==> config.mk <==
export PLATFORM = sky130hd
export DESIGN_NAME = ahb_interconnect
export DESIGN_NICKNAME = d
export VERILOG_FILES = /design/src/ahb_pkg.sv /design/src/mem_pkg.sv /design/src/ahb_interconnect.sv
export SDC_FILE = /design/constraint.sdc
export NUM_CORES = 1
export LEC_CHECK = 0
export BUFFER_PORTS_ARGS = -buffer_cell sky130_fd_sc_hd__buf_4
export CAP_MARGIN = 15
export CORE_MARGIN = 4
export CORE_UTILIZATION = 26
export CTS_BUF_LIST = sky130_fd_sc_hd__clkbuf_8 sky130_fd_sc_hd__clkbuf_16
export DETAILED_ROUTE_END_ITERATION = 12
export PLACE_DENSITY = 0.8
export SYNTH_ARGS = -nofsm -noshare
export SYNTH_HDL_FRONTEND = slang
export SYNTH_SLANG_ARGS = --single-unit
==> constraint.sdc <==
create_clock -name hclk -period 1.52 [get_ports hclk]
set_input_delay 0.152 -clock hclk [delete_from_list [all_inputs] [get_ports hclk]]
set_output_delay 0.152 -clock hclk [all_outputs]
set_load 0.05 [all_outputs]
==> src/ahb_pkg.sv <==
package ahb_pkg;

    // Bus-side vector types
    typedef logic [31:0] haddr_t;   // Byte address
    typedef logic [31:0] hdata_t;   // Read and write data word
    typedef logic [1:0]  htrans_t;  // Transfer type
    typedef logic [2:0]  hsize_t;   // Transfer size

    // htrans codes
    localparam htrans_t trans_idle   = 2'b00;  // No transfer wanted
    localparam htrans_t trans_busy   = 2'b01;  // Master stalling a burst
    localparam htrans_t trans_nonseq = 2'b10;  // First or single transfer
    localparam htrans_t trans_seq    = 2'b11;  // Burst continuation

    // hsize codes, widths above a word not supported
    localparam hsize_t size_byte = 3'b000;  // 8 bit
    localparam hsize_t size_half = 3'b001;  // 16 bit
    localparam hsize_t size_word = 3'b010;  // 32 bit

    // Byte lanes per data word
    localparam int lanes = $bits(hdata_t) / 8;

endpackage

==> src/mem_pkg.sv <==
package mem_pkg;

    // Owner of the current data phase
    typedef enum logic [1:0] {
        sel_sram0   = 2'd0,
        sel_sram1   = 2'd1,
        sel_default = 2'd2   // Unmapped space
    } slave_sel_t;

    // Region map
    localparam ahb_pkg::haddr_t sram0_base = 32'h0000_0000;
    localparam ahb_pkg::haddr_t sram1_base = 32'h0001_0000;
    localparam int unsigned     region_span = 32'h0001_0000;  // 64 KB per region

    // Word index within one region
    localparam int word_idx_w = $clog2(region_span / 4);  // 14 bits for 64 KB
    typedef logic [word_idx_w-1:0] word_idx_t;

endpackage

==> src/ahb_interconnect.sv <==
`timescale 1ns/1ps

module ahb_interconnect #(
    parameter int sram0_depth = 1024,
    parameter int sram1_depth = 256
) (
    input  logic             hclk,
    input  logic             hrstn,
    input  ahb_pkg::haddr_t  haddr,
    input  ahb_pkg::htrans_t htrans,
    input  ahb_pkg::hdata_t  hrdata_sram0,
    input  logic             hreadyout_sram0,
    input  logic             hresp_sram0,
    input  ahb_pkg::hdata_t  hrdata_sram1,
    input  logic             hreadyout_sram1,
    input  logic             hresp_sram1,
    input  ahb_pkg::hdata_t  hrdata_default,
    input  logic             hreadyout_default,
    input  logic             hresp_default,
    output logic             hsel_sram0,
    output logic             hsel_sram1,
    output logic             hsel_default,
    output ahb_pkg::hdata_t  hrdata,
    output logic             hready,
    output logic             hresp
);
    import ahb_pkg::*;
    import mem_pkg::*;

    localparam haddr_t span_bytes  = haddr_t'(region_span);
    localparam haddr_t sram0_limit = haddr_t'(sram0_depth * 4);  // Bytes actually backed
    localparam haddr_t sram1_limit = haddr_t'(sram1_depth * 4);

    haddr_t     off0;       // Offset into each region
    haddr_t     off1;
    logic       hit0;
    logic       hit1;
    logic       active;     // nonseq or seq
    slave_sel_t dec_sel;    // Address phase owner
    slave_sel_t dp_sel_q;   // Data phase owner
    logic       dp_pend_q;  // Active transfer in data phase

    assign off0   = haddr - sram0_base;
    assign off1   = haddr - sram1_base;
    assign hit0   = (off0 < span_bytes) && (off0 < sram0_limit);  // Region and depth check
    assign hit1   = (off1 < span_bytes) && (off1 < sram1_limit);
    assign active = (htrans == trans_nonseq) || (htrans == trans_seq);

    always_comb begin
        if (hit0) begin
            dec_sel = sel_sram0;
        end else if (hit1) begin
            dec_sel = sel_sram1;
        end else begin
            dec_sel = sel_default;  // Holes and beyond-depth words
        end
    end

    assign hsel_sram0   = (dec_sel == sel_sram0);
    assign hsel_sram1   = (dec_sel == sel_sram1);
    assign hsel_default = (dec_sel == sel_default);

    // Owner advances only when the bus accepts an address phase
    always_ff @(posedge hclk or negedge hrstn) begin
        if (!hrstn) begin
            dp_sel_q  <= sel_default;
            dp_pend_q <= 1'b0;
        end else if (hready) begin
            dp_sel_q  <= dec_sel;
            dp_pend_q <= active;
        end
    end

    // Response mux
    always_comb begin
        hrdata = '0;    // Idle data phase
        hready = 1'b1;
        hresp  = 1'b0;
        if (dp_pend_q) begin
            case (dp_sel_q)
                sel_sram0: begin
                    hrdata = hrdata_sram0;
                    hready = hreadyout_sram0;
                    hresp  = hresp_sram0;
                end
                sel_sram1: begin
                    hrdata = hrdata_sram1;
                    hready = hreadyout_sram1;
                    hresp  = hresp_sram1;
                end
                default: begin
                    hrdata = hrdata_default;
                    hready = hreadyout_default;
                    hresp  = hresp_default;
                end
            endcase
        end
    end

endmodule

# --- After elaboration in Yosys (flattened, before gate mapping) ---
# Cells that the tools add are included.
# Widths: inputs -> output; s select.
word_totals:
  reg_bits: 3
  output_inout_bits: 37
  wordCells: 25
op_classes:
  addsub: 1
  order_cmp: 4
  n_eq_ne: 5
  muxes: 8
  n_reduce_logical: 5
op_table:
  columns: ["operator", "count"]
  rows:
  - ["$lt 32x17->1 const B", 2]
  - ["$pmux 32 s2", 1]
  - ["$lt 32x11->1 const B", 1]
  - ["$lt 32x13->1 const B", 1]
  - ["$mux 32", 1]
  - ["$sub 32x17->32 const B", 1]
  - ["$eq 2x2->1 const B", 3]
  - ["$eq 2x1->1 const B", 2]
  - ["$logic_not 2->1", 2]
  - ["$mux 2", 2]
  - ["$pmux 1 s2", 2]
  - ["$logic_and 1x1->1", 2]
  - ["$mux 1", 2]
  - ["$logic_or 1x1->1", 1]

# --- Depth between registers and ports, before layout ---
depth:
  word_depth: 6
  ltp_mapped: 5
  depth_no_buf: 4

# --- Least setup slack after synthesis ---
# OpenSTA, ideal clock, no wires.
synth_path:
  kind: "input to register"
  startpoint: "input haddr[20]"
  endpoint: "register dp_sel_q[0]"
  setup_time_ns: 0.071
  arrival_ns: 2.012
  t_required_ns: 1.449
  slack_ns: -0.563
  path_stages: 4
  n_path_buf: 0
  cell_sequence: "nor4_1 nand3_1 nor3_1 mux2_4"
synth_between:
  elab_chain_len: 5
  word_cells_on_any_way: 9
synth_rtl:
  columns: ["element", "line_no", "text"]
  rows:
  - ["start: declaration", "ahb_interconnect.sv:9", "input ahb_pkg::haddr_t haddr,"]
  - ["$sub 32x17->32", "ahb_interconnect.sv:44", "assign off1 = haddr - sram1_base;"]
  - ["$lt 32x17->1 or $lt 32x11->1 (tied branches)", "ahb_interconnect.sv:46", "assign hit1 = (off1 < span_bytes) && (off1 < sram1_limit);"]
  - ["$logic_and 1x1->1", "ahb_interconnect.sv:46", null]
  - ["$mux 2", "ahb_interconnect.sv:52", "end else if (hit1) begin"]
  - ["$mux 2 *", "ahb_interconnect.sv:50", "if (hit0) begin"]
  - ["end signal: assignment", "ahb_interconnect.sv:66", "dp_sel_q <= sel_default;"]
  - ["end signal: assignment", "ahb_interconnect.sv:69", "dp_sel_q <= dec_sel;"]
  - ["end: declaration", "ahb_interconnect.sv:40", "slave_sel_t dp_sel_q;"]
# Every way passes the cells marked *; elsewhere a longest branch is shown, timed or not.
# A chain may end at the register's enable or synchronous reset.

# --- Worst setup path after layout ---
layout_path:
  startpoint: "register dp_sel_q[1]"
  endpoint: "output hrdata[22]"
layout_between:
  elab_chain_len: 3
  word_cells_on_any_way: 4
layout_rtl:
  columns: ["element", "line_no", "text"]
  rows:
  - ["$eq 2x1->1 or $logic_not 2->1 (tied branches)", "ahb_interconnect.sv:80", "case (dp_sel_q)"]
  - ["$pmux 32 s2 *", "ahb_interconnect.sv:80", null]
  - ["$mux 32 *", "ahb_interconnect.sv:79", "if (dp_pend_q) begin"]
  - ["end: declaration", "ahb_interconnect.sv:23", "output ahb_pkg::hdata_t hrdata,"]
# Marked as above.

==> impl_metrics.json <==
{
  "avgSynthCellArea_um2": 6.536,
  "fillerInstances": 358,
  "dp.cells": 375,
  "antenna_left": 0,
  "gr-total-overflow": 0,
  "num_io_pins": 175,
  "finalCritPeriodShare_pct": 109.3,
  "die_area_mm2": 0.005383,
  "dr.pass1.iters": 4,
  "num_vias": 1820,
  "layout.cells.non_filler": 389,
  "io_buffers": 163,
  "grt_max_degree": 37,
  "numClockSinks": 3,
  "ys_types": 20,
  "htree_num_levels": 1,
  "gp_congestion": 0.8249,
  "violations": "setup timing",
  "power.leakage_nw": 1.377,
  "area_growth_pct": 150.7,
  "cts_tree": "yes",
  "worstPathMaxFanout": 8,
  "hpwl_um": 4287,
  "crit_family": "flip-flops",
  "clkTransAtPathRegs_ns": 0.03,
  "cts_buffers": 3,
  "worstMarginPinSlew_ns": 0.3508,
  "reg2reg_depth": 6,
  "grt_first_pass_wirelength_um": 7555,
  "path_class": "reg2out",
  "relSlewSlack_pct": 76.40,
  "dp_slack_ns": -0.01519,
  "worst_path_most_repeated_cell": "buf_4",
  "crit_slowest_cell": "dfstp_2",
  "cp.arrival_ns": 1.51,
  "post-route-util_pct": 68.64,
  "holdPathStages": 2,
  "crit_required_ns": 1.37,
  "period_needed_ns": 1.662,
  "synth_area_mm2": 0.001111,
  "synth_cells": 170,
  "hold_class": "in2reg",
  "fp.coreArea_mm2": 0.004058,
  "crit_chain": "buf_4 > clkbuf_16 > o21ai_1 > and2_2 > buf_4",
  "yosys_register_bits": 3,
  "antenna_found_initial": 0,
  "drive_gt1_share_pct": 63.72,
  "post-route-drc-count": 0,
  "setup_total_negative_slack_ns": -3.140,
  "yosysWarnings": 0,
  "die_h_um": 73.37,
  "maxSlewViolCount": 0,
  "clk_latency_ns": 0.21,
  "row_count": 23,
  "status": "complete, but fails checks",
  "fmax_ghz": 0.6018,
  "synth-seq-area-share_pct": 6.869,
  "setup_violations": 35,
  "rsz0062_at_grt": "yes",
  "fin_skew_ns": 0.0006548,
  "timing.critical_path.depth": 5,
  "endpoint_kind": "output pin",
  "wl_um": 5318,
  "slowest_delay_ns": 0.56,
  "vdd_ir_drop_max_uv": 324.6,
  "nets": 478,
  "cap_violations": 0,
  "start_kind": "flop",
  "die_w_um": 73.37,
  "grt_pass1_vias": 1807,
  "p_per_area_mw_per_mm2": 397.4,
  "root_buffer": "clkbuf_8",
  "viasPerCell": 4.679,
  "final.setup.worst_slack_ns": -0.1418,
  "p_total_w": 0.001107,
  "critPathBufInv": 3,
  "drt_iter0_markers": 60,
  "hold_viol_final": 0,
  "wl_per_cell_um": 13.67,
  "globalRouteTotalUtil_pct": 17.56,
  "antenna_cells": 0,
  "cts_buffer_depth": 2,
  "syn_nets": 308,
  "start_util_pct": 27.38
}
synthesized netlist by cell type:
cell type   n  area, um^2
buf_2       7       35.03
nand2_1    36       135.1
dfstp_2     1       26.28
nor4_1      4       25.02
nor3b_2     1       12.51
dfrtp_1     2       50.05
mux2i_1    33       330.3
and2_1     33       206.5
a31oi_1     1       6.260
buf_6       1       11.26
clkbuf_1    6       22.52
a31oi_2     1       12.51
nand3_1     1       5.000
inv_1       1       3.750
o21ai_1    33       165.2
nand2b_1    1       6.260
mux2_4      2       30.03
o21ai_0     1       5.000
nor2_1      2       7.510
nor3_1      3       15.01
final cells by class:
| cell class | count | area [um^2] | area share (%) |
|---|---|---|---|
| Inverter | 1 | 3.754 | 0.1348 |
| Clock buffer | 3 | 41.29 | 1.482 |
| Sequential cell | 3 | 77.57 | 2.785 |
| Timing Repair Buffer | 179 | 1573 | 56.47 |
| Clock inverter | 1 | 3.754 | 0.1348 |
| Tap cell | 50 | 62.56 | 2.246 |
| Multi-Input combinational cell | 152 | 1023 | 36.75 |
worst reg2reg max path: cells and delay by family (launching register included):
family,cells,cell delay [ns]
compound gates,2,0.21
mux,1,0.32
simple gates,1,0.24
flops,1,0.44
buf+inv,2,0.27
cell usage in the layout (no fill, tap or decap), drive strengths merged, types with 2 or more instances in the layout:
cell / count
inv: 2
a31oi: 2
o21ai: 34
nor4: 4
nand2: 36
dfrtp: 2
and2: 33
nor3: 3
clkbuf: 4
nor2: 2
buf: 177
mux2: 2
mux2i: 33
power by group:
group	switching, W	leakage (nW)	internal [W]
logic	0.000378	1.32	0.000420
registers	0.00000139	0.0336	0.0000823
clock network	0.0000535	0.0269	0.000172
registers in the layout (all words and copies together), names as in the netlist:
register	flops
dp_sel_q	2
dp_pend_q	1
per-stage QoR:
step	instance area, um^2	hold slack [ns]
floorplan	1166	-0.1436
global placement	2466	-0.05786
detailed placement	2466	-0.05625
CTS	2705	0.1211
global route	2785	0.1334
finish	2785	0.1247
routing by layer:
metal / part of all wire [%] / up-vias / routed length [um] / GRT usage [%]
met5: 0 / - / 0 / 0
met2: 53 / 106 / 2800 / 35.95
met4: 1.2 / 0 / 64 / 5.231
li1: - / 924 / - / -
met1: 32 / 784 / 1716 / 16.64
met3: 14 / 6 / 736 / 4.514
cell families after synthesis:
group,synth area share (%)
buf+inv,6.531
flops,6.870
compound gates,17.00
simple gates,37.16
mux,32.43
final timing paths:
check                             from          end  slack [ns]
setup / recovery           dp_sel_q[1]   hrdata[22]       -0.14
min in group asynchronous        hrstn    dp_pend_q        0.28
hold reg to reg            dp_sel_q[0]  dp_sel_q[0]        0.80
setup reg to reg           dp_sel_q[0]  dp_sel_q[1]       -0.04
max in group asynchronous        hrstn  dp_sel_q[1]        1.06
hold / removal               htrans[1]    dp_pend_q        0.12
repair_timing:
| item | 4_1_cts | 5_1_grt |
|---|---|---|
| setup endpoints to repair | 35 | 35 |
| setup buffers | 5 | 2 |
| hold buffers | 1 | 0 |
| resized for setup | 32 | 11 |
| hold endpoints to repair | 3 | 0 |
| pin swaps | 0 | 1 |
| gates cloned | 1 | 1 |
(Power assumes the default switching activity.)
